### config.mk
export PLATFORM = sky130hd
export DESIGN_NAME = rv_id_stage
export DESIGN_NICKNAME = d
export VERILOG_FILES = /design/src/verilog/rv_id_pkg.sv /design/src/verilog/rv_ctrl_decoder.sv /design/src/verilog/rv_gpr_file.sv /design/src/verilog/rv_id_stage.sv /design/src/verilog/rv_imm_gen.sv
export SDC_FILE = /design/constraint.sdc
export NUM_CORES = 2
export LEC_CHECK = 0
export BUFFER_PORTS_ARGS = -buffer_cell sky130_fd_sc_hd__buf_2
export CAP_MARGIN = 20
export CORE_MARGIN = 4
export CORE_UTILIZATION = 45
export CTS_CLUSTER_SIZE = 8
export DETAILED_ROUTE_END_ITERATION = 10
export PLACE_DENSITY = 0.67
export SLEW_MARGIN = 30
export SYNTH_ARGS = -nofsm -noshare
export SYNTH_HDL_FRONTEND = slang
export SYNTH_SLANG_ARGS = --single-unit
### constraint.sdc
create_clock -name clk_i -period 3.85 [get_ports clk_i]
set_clock_uncertainty 0.05 [all_clocks]
set_input_delay 0.77 -clock clk_i [delete_from_list [all_inputs] [get_ports clk_i]]
set_output_delay 0.77 -clock clk_i [all_outputs]
set_load 0.005 [all_outputs]
### src/verilog/rv_id_pkg.sv
// ------------------------------------------------
// rv32i decode stage shared definitions
// opcodes, function codes, control encodings,
// the instruction word views and the id/ex result
// ------------------------------------------------

package rv_id_pkg;

    // ------------------------------------------------
    // widths
    // ------------------------------------------------
    localparam int unsigned xlen_p = 32;

    typedef logic [4:0] reg_addr_t;

    // ------------------------------------------------
    // major opcodes, only the kept subset
    // ------------------------------------------------
    typedef enum logic [6:0] {
        OPC_LOAD   = 7'b0000011,
        OPC_OP_IMM = 7'b0010011,
        OPC_STORE  = 7'b0100011,
        OPC_OP     = 7'b0110011
    } opcode_e;

    // funct3 for loads
    localparam logic [2:0] f3_lb_p  = 3'b000;
    localparam logic [2:0] f3_lh_p  = 3'b001;
    localparam logic [2:0] f3_lw_p  = 3'b010;
    localparam logic [2:0] f3_lbu_p = 3'b100;
    localparam logic [2:0] f3_lhu_p = 3'b101;

    // funct3 for stores
    localparam logic [2:0] f3_sb_p = 3'b000;
    localparam logic [2:0] f3_sh_p = 3'b001;
    localparam logic [2:0] f3_sw_p = 3'b010;

    // funct3 for alu ops, shared by op and op-imm
    localparam logic [2:0] f3_add_p  = 3'b000;
    localparam logic [2:0] f3_sll_p  = 3'b001;
    localparam logic [2:0] f3_slt_p  = 3'b010;
    localparam logic [2:0] f3_sltu_p = 3'b011;
    localparam logic [2:0] f3_xor_p  = 3'b100;
    localparam logic [2:0] f3_sr_p   = 3'b101;
    localparam logic [2:0] f3_or_p   = 3'b110;
    localparam logic [2:0] f3_and_p  = 3'b111;

    // funct7, base and alternate (sub / sra)
    localparam logic [6:0] f7_base_p = 7'b0000000;
    localparam logic [6:0] f7_alt_p  = 7'b0100000;

    // ------------------------------------------------
    // control encodings
    // ------------------------------------------------
    typedef enum logic [3:0] {
        ALU_NOP, ALU_ADD, ALU_SUB, ALU_SLL, ALU_SRL, ALU_SRA, ALU_XOR, ALU_OR, ALU_AND
    } alu_op_e;

    typedef enum logic [1:0] {
        CMP_NOP, CMP_LT, CMP_LTU
    } cmp_op_e;

    typedef enum logic [3:0] {
        MEM_NOP, MEM_LB, MEM_LH, MEM_LW, MEM_LBU, MEM_LHU, MEM_SB, MEM_SH, MEM_SW
    } mem_op_e;

    typedef enum logic [1:0] {
        IMM_NONE, IMM_I, IMM_ISHIFT, IMM_S
    } imm_fmt_e;

    // ex stage result source
    typedef enum logic {
        EX_OUT_ALU, EX_OUT_CMP
    } ex_out_sel_e;

    // writeback source
    typedef enum logic {
        WB_EX, WB_MEM
    } wb_sel_e;

    // ------------------------------------------------
    // instruction word, two views of the same bits
    // ------------------------------------------------
    typedef struct packed {
        logic [6:0] funct7;
        reg_addr_t  rs2;
        reg_addr_t  rs1;
        logic [2:0] funct3;
        reg_addr_t  rd;
        logic [6:0] opcode;
    } r_fmt_t;

    // s format, imm split around rs1/rs2
    typedef struct packed {
        logic [6:0] imm_hi;
        reg_addr_t  rs2;
        reg_addr_t  rs1;
        logic [2:0] funct3;
        logic [4:0] imm_lo;
        logic [6:0] opcode;
    } s_fmt_t;

    typedef union packed {
        r_fmt_t r_fmt;
        s_fmt_t s_fmt;
    } insn_u;

    // ------------------------------------------------
    // id/ex pipeline register contents
    // ------------------------------------------------
    typedef struct packed {
        alu_op_e           alu_op;
        cmp_op_e           cmp_op;
        mem_op_e           mem_op;
        logic [xlen_p-1:0] alu_in_0;
        logic [xlen_p-1:0] alu_in_1;
        logic [xlen_p-1:0] mem_wr_data;
        ex_out_sel_e       ex_out_sel;
        wb_sel_e           wb_sel;
        logic              gpr_we;
        reg_addr_t         dst_addr;
        logic              illegal;
    } id_ex_t;

endpackage

### src/verilog/rv_ctrl_decoder.sv
// ------------------------------------------------
// rv32i control decoder
// loads, stores, op-imm and op groups into alu,
// compare, memory and writeback controls
// undefined encodings raise illegal and leave
// every other control inactive
// ------------------------------------------------
`timescale 1ns/1ps

module rv_ctrl_decoder import rv_id_pkg::*; (
    input  insn_u       insn_i,
    output alu_op_e     alu_op_o,
    output cmp_op_e     cmp_op_o,
    output mem_op_e     mem_op_o,
    output imm_fmt_e    imm_fmt_o,
    output logic        use_imm_o,
    output ex_out_sel_e ex_out_sel_o,
    output wb_sel_e     wb_sel_o,
    output logic        gpr_we_o,
    output logic        illegal_o
);

    // ------------------------------------------------
    // field extraction and funct7 qualifiers
    // ------------------------------------------------
    logic [2:0] funct3;
    logic       f7_base;
    logic       f7_alt;
    logic       is_shift;
    logic       alt_imm;
    logic       alt_reg;
    logic       bad_imm;
    logic       bad_reg;
    cmp_op_e    slt_cmp;

    assign funct3  = insn_i.r_fmt.funct3;
    assign f7_base = (insn_i.r_fmt.funct7 == f7_base_p);
    assign f7_alt  = (insn_i.r_fmt.funct7 == f7_alt_p);

    assign is_shift = (funct3 == f3_sll_p) || (funct3 == f3_sr_p);

    // op-imm, only the right shift has an alternate form (srai)
    assign alt_imm = f7_alt && (funct3 == f3_sr_p);
    // op, sub and sra
    assign alt_reg = f7_alt && ((funct3 == f3_add_p) || (funct3 == f3_sr_p));

    // op-imm, funct7 only constrained on shifts
    assign bad_imm = ((funct3 == f3_sll_p) && !f7_base) ||
                     ((funct3 == f3_sr_p) && !f7_base && !f7_alt);
    // op, funct7 must be base unless it is a legal alternate
    assign bad_reg = !f7_base && !alt_reg;

    // slt family goes through the comparator, not the alu
    assign slt_cmp = (funct3 == f3_slt_p)  ? CMP_LT  :
                     (funct3 == f3_sltu_p) ? CMP_LTU : CMP_NOP;

    // funct3 to alu operation, same map for op and op-imm
    function automatic alu_op_e f3_to_alu(input logic [2:0] f3, input logic alt);
        alu_op_e op;
        case (f3)
            f3_add_p: op = alt ? ALU_SUB : ALU_ADD;
            f3_sll_p: op = ALU_SLL;
            f3_xor_p: op = ALU_XOR;
            f3_sr_p:  op = alt ? ALU_SRA : ALU_SRL;
            f3_or_p:  op = ALU_OR;
            f3_and_p: op = ALU_AND;
            // slt / sltu leave the alu idle
            default:  op = ALU_NOP;
        endcase
        return op;
    endfunction

    // ------------------------------------------------
    // main decode
    // ------------------------------------------------
    always_comb begin
        // inactive defaults, illegal paths only touch illegal_o
        alu_op_o     = ALU_NOP;
        cmp_op_o     = CMP_NOP;
        mem_op_o     = MEM_NOP;
        imm_fmt_o    = IMM_NONE;
        use_imm_o    = 1'b0;
        ex_out_sel_o = EX_OUT_ALU;
        wb_sel_o     = WB_EX;
        gpr_we_o     = 1'b0;
        illegal_o    = 1'b0;

        case (insn_i.r_fmt.opcode)
            OPC_LOAD: begin
                case (funct3)
                    f3_lb_p:  mem_op_o = MEM_LB;
                    f3_lh_p:  mem_op_o = MEM_LH;
                    f3_lw_p:  mem_op_o = MEM_LW;
                    f3_lbu_p: mem_op_o = MEM_LBU;
                    f3_lhu_p: mem_op_o = MEM_LHU;
                    default:  illegal_o = 1'b1;
                endcase
                // address = rs1 + imm_i, data comes back from mem
                if (!illegal_o) begin
                    alu_op_o  = ALU_ADD;
                    imm_fmt_o = IMM_I;
                    use_imm_o = 1'b1;
                    wb_sel_o  = WB_MEM;
                    gpr_we_o  = 1'b1;
                end
            end

            OPC_STORE: begin
                case (funct3)
                    f3_sb_p: mem_op_o = MEM_SB;
                    f3_sh_p: mem_op_o = MEM_SH;
                    f3_sw_p: mem_op_o = MEM_SW;
                    default: illegal_o = 1'b1;
                endcase
                // address = rs1 + imm_s, no register write
                if (!illegal_o) begin
                    alu_op_o  = ALU_ADD;
                    imm_fmt_o = IMM_S;
                    use_imm_o = 1'b1;
                end
            end

            OPC_OP_IMM: begin
                if (bad_imm) begin
                    illegal_o = 1'b1;
                end else begin
                    alu_op_o     = f3_to_alu(funct3, alt_imm);
                    cmp_op_o     = slt_cmp;
                    ex_out_sel_o = (slt_cmp != CMP_NOP) ? EX_OUT_CMP : EX_OUT_ALU;
                    imm_fmt_o    = is_shift ? IMM_ISHIFT : IMM_I;
                    use_imm_o    = 1'b1;
                    wb_sel_o     = WB_EX;
                    gpr_we_o     = 1'b1;
                end
            end

            OPC_OP: begin
                if (bad_reg) begin
                    illegal_o = 1'b1;
                end else begin
                    // both operands from the register file
                    alu_op_o     = f3_to_alu(funct3, alt_reg);
                    cmp_op_o     = slt_cmp;
                    ex_out_sel_o = (slt_cmp != CMP_NOP) ? EX_OUT_CMP : EX_OUT_ALU;
                    wb_sel_o     = WB_EX;
                    gpr_we_o     = 1'b1;
                end
            end

            // branches, jumps, lui, auipc and anything unknown
            default: begin
                illegal_o = 1'b1;
            end
        endcase
    end

endmodule

### src/verilog/rv_gpr_file.sv
// ------------------------------------------------
// general purpose register file
// two combinational read ports, one write port
// on the rising edge, x0 hardwired to zero
// ------------------------------------------------
`timescale 1ns/1ps

module rv_gpr_file import rv_id_pkg::*; #(
    parameter int unsigned DATA_W = xlen_p,
    parameter int unsigned NREGS  = 32
) (
    input  logic              clk_i,
    input  logic              arst_n_i,
    // read side
    input  reg_addr_t         rd_addr_0_i,
    input  reg_addr_t         rd_addr_1_i,
    output logic [DATA_W-1:0] rd_data_0_o,
    output logic [DATA_W-1:0] rd_data_1_o,
    // write side
    input  logic              we_i,
    input  reg_addr_t         wr_addr_i,
    input  logic [DATA_W-1:0] wr_data_i
);

    // ------------------------------------------------
    // storage
    // ------------------------------------------------
    logic [DATA_W-1:0] regs [NREGS];

    // whole array cleared on reset
    always_ff @(posedge clk_i or negedge arst_n_i) begin
        if (!arst_n_i) begin
            for (int i = 0; i < NREGS; i++) begin
                regs[i] <= '0;
            end
        end else if (we_i && (wr_addr_i != '0)) begin
            // writes to x0 dropped
            regs[wr_addr_i] <= wr_data_i;
        end
    end

    // ------------------------------------------------
    // read ports
    // ------------------------------------------------
    // no write-through, a same-cycle write shows up next cycle
    assign rd_data_0_o = (rd_addr_0_i == '0) ? '0 : regs[rd_addr_0_i];
    assign rd_data_1_o = (rd_addr_1_i == '0) ? '0 : regs[rd_addr_1_i];

endmodule

### src/verilog/rv_id_stage.sv
// ------------------------------------------------
// rv32i instruction decode stage
// decoder, immediate generator and register file
// feeding one id/ex register with valid/ready on
// both the fetch and the execute side
// ------------------------------------------------
`timescale 1ns/1ps

module rv_id_stage import rv_id_pkg::*; #(
    parameter int unsigned DATA_W = xlen_p,
    parameter int unsigned NREGS  = 32
) (
    input  logic              clk_i,
    input  logic              arst_n_i,
    // fetch side
    input  logic              if_valid_i,
    output logic              if_ready_o,
    input  insn_u             if_insn_i,
    // execute side
    output logic              id_valid_o,
    input  logic              ex_ready_i,
    output id_ex_t            id_ex_o,
    // writeback port
    input  logic              wb_we_i,
    input  reg_addr_t         wb_addr_i,
    input  logic [DATA_W-1:0] wb_data_i
);

    // ------------------------------------------------
    // decode
    // ------------------------------------------------
    alu_op_e           alu_op;
    cmp_op_e           cmp_op;
    mem_op_e           mem_op;
    imm_fmt_e          imm_fmt;
    logic              use_imm;
    ex_out_sel_e       ex_out_sel;
    wb_sel_e           wb_sel;
    logic              gpr_we;
    logic              illegal;
    logic [xlen_p-1:0] imm;
    logic [DATA_W-1:0] rs1_data;
    logic [DATA_W-1:0] rs2_data;
    id_ex_t            id_ex_d;
    logic              accept;

    rv_ctrl_decoder u_ctrl_decoder (
        .insn_i       (if_insn_i),
        .alu_op_o     (alu_op),
        .cmp_op_o     (cmp_op),
        .mem_op_o     (mem_op),
        .imm_fmt_o    (imm_fmt),
        .use_imm_o    (use_imm),
        .ex_out_sel_o (ex_out_sel),
        .wb_sel_o     (wb_sel),
        .gpr_we_o     (gpr_we),
        .illegal_o    (illegal)
    );

    rv_imm_gen u_imm_gen (
        .insn_i (if_insn_i),
        .fmt_i  (imm_fmt),
        .imm_o  (imm)
    );

    // operands read in the accepting cycle
    rv_gpr_file #(
        .DATA_W (DATA_W),
        .NREGS  (NREGS)
    ) u_gpr_file (
        .clk_i       (clk_i),
        .arst_n_i    (arst_n_i),
        .rd_addr_0_i (if_insn_i.r_fmt.rs1),
        .rd_addr_1_i (if_insn_i.r_fmt.rs2),
        .rd_data_0_o (rs1_data),
        .rd_data_1_o (rs2_data),
        .we_i        (wb_we_i),
        .wr_addr_i   (wb_addr_i),
        .wr_data_i   (wb_data_i)
    );

    // result assembly
    always_comb begin
        id_ex_d.alu_op      = alu_op;
        id_ex_d.cmp_op      = cmp_op;
        id_ex_d.mem_op      = mem_op;
        id_ex_d.alu_in_0    = rs1_data;
        id_ex_d.alu_in_1    = use_imm ? imm : rs2_data;
        // store data is always rs2
        id_ex_d.mem_wr_data = rs2_data;
        id_ex_d.ex_out_sel  = ex_out_sel;
        id_ex_d.wb_sel      = wb_sel;
        id_ex_d.gpr_we      = gpr_we;
        id_ex_d.dst_addr    = if_insn_i.r_fmt.rd;
        id_ex_d.illegal     = illegal;
    end

    // ------------------------------------------------
    // id/ex register and handshake
    // ------------------------------------------------
    // free when empty or being drained this cycle
    assign if_ready_o = !id_valid_o || ex_ready_i;
    assign accept     = if_valid_i && if_ready_o;

    always_ff @(posedge clk_i or negedge arst_n_i) begin
        if (!arst_n_i) begin
            id_valid_o <= 1'b0;
        end else if (if_ready_o) begin
            id_valid_o <= if_valid_i;
        end
    end

    // payload only moves on accept, holds under stall
    always_ff @(posedge clk_i) begin
        if (accept) begin
            id_ex_o <= id_ex_d;
        end
    end

endmodule

### src/verilog/rv_imm_gen.sv
// ------------------------------------------------
// immediate generator
// builds sign-extended i, shift and s immediates
// and returns the one the decoder asks for
// ------------------------------------------------
`timescale 1ns/1ps

module rv_imm_gen import rv_id_pkg::*; (
    input  insn_u             insn_i,
    input  imm_fmt_e          fmt_i,
    output logic [xlen_p-1:0] imm_o
);

    logic [xlen_p-1:0] imm_i;
    logic [xlen_p-1:0] imm_sh;
    logic [xlen_p-1:0] imm_s;

    // i format, imm[11:0] sits where funct7 and rs2 are
    assign imm_i = {{(xlen_p-12){insn_i.r_fmt.funct7[6]}},
                    insn_i.r_fmt.funct7, insn_i.r_fmt.rs2};

    // shift amount lives in the rs2 slot
    // bit 31 is zero on every legal shift, so this ends up zero-extended
    assign imm_sh = {{(xlen_p-5){insn_i.r_fmt.funct7[6]}}, insn_i.r_fmt.rs2};

    // s format, split field joined back together
    assign imm_s = {{(xlen_p-12){insn_i.s_fmt.imm_hi[6]}},
                    insn_i.s_fmt.imm_hi, insn_i.s_fmt.imm_lo};

    always_comb begin
        case (fmt_i)
            IMM_I:      imm_o = imm_i;
            IMM_ISHIFT: imm_o = imm_sh;
            IMM_S:      imm_o = imm_s;
            // no immediate in use
            default:    imm_o = '0;
        endcase
    end

endmodule
==> metrics.csv <==
stage,metric,value,unit
placed_design,GPL Wtd Cong,0.8204,
timing,fmax,371.6,MHz
timing,final hold viol count,0,
clocking,CTS Buf Count,160,
finish,share of layout cells above drive strength 1,56.81,%
timing,Final min period,2691,ps
route,Avg WL per Cell,31.34,um
grt,largest net degree at the start of global routing,91,
power,Internal,25.97,mW
run_status,outcome,finished clean,
worst_setup_path,nature of the critical path endpoint,register,
finish,Synth-to-Final Area Change,13.05,%
worst_setup_path,Worst setup startpoint,if_insn_i[24],
timing,Slew HR,40.38,%
grt,GR Util All Layers,25.98,%
clocking,CTS Root Cell,clkbuf_16,
clocking,Clock Latency Late Sink,790,ps
clocking,clock transition at the registers of the reported paths,50,ps
worst_setup_path,"Largest stage delay, worst path",630,ps
die,Cell Rows,132,
power,pwr dens,531.8,nW/um2
route,"antenna viol nets, final",0,
timing,final setup margin,1159,ps
logic_synthesis,synth unique cells,70,
timing,fin crit share,69.90,%
route,Post-Route WL,176000,um
clocking,Resized Gates After CTS,0,
route,initial DRC count,3475,
placed_design,Post-Place Cells,5389,
finish,"non-filler cells, final",5615,
logic_synthesis,top_reg_cell synth,dfrtp_1,
clocking,CTS tree,yes,
worst_setup_path,Levels on crit path,6,
die,DIE HEIGHT,369.1,um
worst_setup_path,R2R Setup Slk,1620,ps
logic_synthesis,"Seq/Total Area, Yosys",49.59,%
power,combinational fraction of design power,18.4,%
worst_setup_path,FF-to-FF path depth,5,
worst_hold_path,Hold WC Path Type,input pin to register,
grt,vias in the first global route,37332,
job,max-cap viol count,0,
power,Max VDD drop,349.1,uV
grt,first-pass GRT wire length,262200,um
die,die area,136300,um2
power,power share of the clock group,36.2,%
placed_design,hpwl dp,109100,um
logic_synthesis,Post-Syn Area per Cell,15.87,um2
finish,Layout Nets,3884,
power,P_leak,28.19,nW
power,Net Sw Frac,26.40,%
worst_setup_path,r2r startpoint,u_gpr_file.regs[936],
route,vias,36278,
route,vias per cell,6.461,
die,# IOs,191,
power,Sw Pwr,9.314,mW
worst_setup_path,Worst Setup EP,id_ex_o[49],
timing,RSZ-0062 raised after global routing,no,
logic_synthesis,Synth Instances,3697,
clocking,CTS H-Tree Depth,4,
worst_setup_path,required time of the critical path,4360,ps
grt,initial antenna violation count,9,
worst_setup_path,gate family responsible for the most delay along the worst path,compound AO/OA/AOI/OAI gates,
die,core area,129500,um2
die,die width,369.1,um
worst_setup_path,worst path arrival time,3200,ps
power,Reg power frac,45.4,%
power,Final Power,35.28,mW
route,DR pass1 iterations,5,
clocking,setup bufs post-CTS,0,
worst_setup_path,Crit Path Category,input pin to register,
die,Initial Utilization,45.32,%
worst_setup_path,worst-path fanout max,21,
worst_setup_path,crit path launch type,input pin,
logic_synthesis,number of synthesized flops with an enable pin,115,
logic_synthesis,YS warnings,0,
worst_setup_path,Slowest cell on crit path,or2_2,
logic_synthesis,"FFs w/ async S/R, synth",89.91,%
route,drt drc,0,
placed_design,DP Worst Slack,513.7,ps
finish,utilization after layout,51.23,%
timing,worst slew pin tran,894.3,ps
clocking,maximum clock path buffer count,3,
timing,setup TNS,0,ps
worst_setup_path,crit-path cells,buf_2 -> or2_2 -> nor3_1 -> a2111oi_0 -> o21ai_1 -> o31ai_2,
placed_design,IO Port Bufs,190,
timing,"Slew Viols, Final",0,
logic_synthesis,Mapped Area,58690,um2
grt,total grt overflow,0,
worst_setup_path,reg2reg end,id_ex_o[49],
worst_setup_path,CP bufs+invs,1,
timing,Final setup viols,0,
logic_synthesis,syn_nets,3771,
logic_synthesis,"FF+latch count, synth",1140,
clocking,clock tree sinks,1140,
-- stage by stage --
step                hold WS [ps]  instance area (um2)
finish                     152.9                66340
detailed placement         333.3                61960
floorplan                  391.3                58690
global route               125.0                66340
CTS                        102.6                66340
global placement           326.5                61960
-- registers in the layout (all words and copies together), names as in the netlist --
name / cells
id_ex_o: 115
u_gpr_file.regs: 1024
id_valid_o: 1
-- area by class of cell --
class	instances	area, um2
Antenna cell	2	5.005
Clock buffer	209	4209
Clock inverter	14	160.2
Fill cell	10809	63140
Inverter	38	142.6
Multi-Input combinational cell	2112	27640
Sequential cell	1140	29100
Tap cell	1742	2180
Timing Repair Buffer	358	2905
-- placed cells by master (no fill, tap or decap), types with 20 or more instances in the layout --
cell	instances
a21o_1	20
buf_12	50
buf_2	182
buf_4	118
clkbuf_1	48
clkbuf_16	161
dfrtp_1	1025
edfxtp_1	115
inv_1	38
mux2_2	1055
mux2i_1	48
mux4_2	539
nand2_1	47
nor2_1	57
o21ai_1	30
o22ai_1	51
-- how the worst min path moves through the flow --
stage | startpoint | endpoint | slack, ps | cells past startpoint
2_1_floorplan | u_gpr_file.regs[1000] | u_gpr_file.regs[1000] | 390 | 1
3_3_place_gp | u_gpr_file.regs[1014] | u_gpr_file.regs[1014] | 330 | 0
3_5_place_dp | u_gpr_file.regs[1018] | u_gpr_file.regs[1018] | 330 | 0
4_1_cts | if_insn_i[8] | id_ex_o[2] | 100 | 1
5_1_grt | if_insn_i[7] | id_ex_o[1] | 120 | 1
6_report | if_insn_i[7] | id_ex_o[1] | 150 | 1
-- cells by family (layout without fill, tap and decap cells) --
family | Yosys count | count (layout) | share of synthesized area (%)
xor gates and xnor gates | 3 | 3 | 0.04478
buffers and inverters | 445 | 619 | 3.625
muxes | 1642 | 1642 | 41.75
other | 0 | 2 | 0
AOI/OAI and AO/OA | 211 | 211 | 2.516
DFF | 1140 | 1140 | 49.59
and+or+nand+nor | 256 | 256 | 2.475
-- power groups by stage --
| stage | combinational (mW) | sequential [mW] | clock [mW] |
|---|---|---|---|
| CTS | 6.52 | 16.0 | 13.0 |
| global placement | 6.34 | 16.0 | 0 |
| floorplan | 5.00 | 15.5 | 0 |
| finish | 6.48 | 16.0 | 12.8 |
| global route | 6.96 | 16.3 | 13.5 |
| detailed placement | 6.49 | 16.1 | 0 |
-- cells in the mapped netlist, drive strengths merged (2+ instances only) --
master,number,share of area [%]
mux2,1055,20
dfrtp,1025,44
mux4,539,21
clkbuf,212,1.4
buf,195,2.0
edfxtp,115,5.9
nor2,74,0.47
nand2,63,0.40
o22ai,51,0.54
mux2i,48,0.82
o21ai,43,0.37
inv,38,0.24
a21o,20,0.26
nor4,19,0.38
a22oi,17,0.22
nor2b,15,0.16
nor3,15,0.15
or4,13,0.17
a211oi,12,0.15
o22a,12,0.18
a21oi,9,0.077
a221oi,9,0.17
o221ai,9,0.13
nand2b,8,0.085
nand3b,8,0.10
a22o,5,0.075
nand3,5,0.043
nand4,5,0.064
nor3b,5,0.064
o211ai,5,0.064
or2,5,0.053
a2111oi,4,0.070
and2,4,0.043
and3,4,0.043
o31ai,4,0.060
nor4bb,3,0.062
a21boi,2,0.026
and4b,2,0.041
o32ai,2,0.030
or3,2,0.021
xnor2,2,0.030
-- routing by layer --
layer,track usage [%],share of wire (%)
met1,37.07,43
met2,40.44,47
met3,5.270,7.3
met4,8.144,3.0
met5,0,0.0080
-- worst register-to-register path, cell delays in order (launching register included) --
cell	delay (ps)
dfrtp_1	380
mux4_2	300
nor3_1	60
a2111oi_0	540
o21ai_1	310
o31ai_2	370
-- timing repair --
action / in CTS / in global routing
endpoints found under the setup margin: 0 / 0
hold buffers: 1 / 0
endpoints found under the hold margin: 26 / 0
Note: power is estimated with default switching activity, not from simulation.
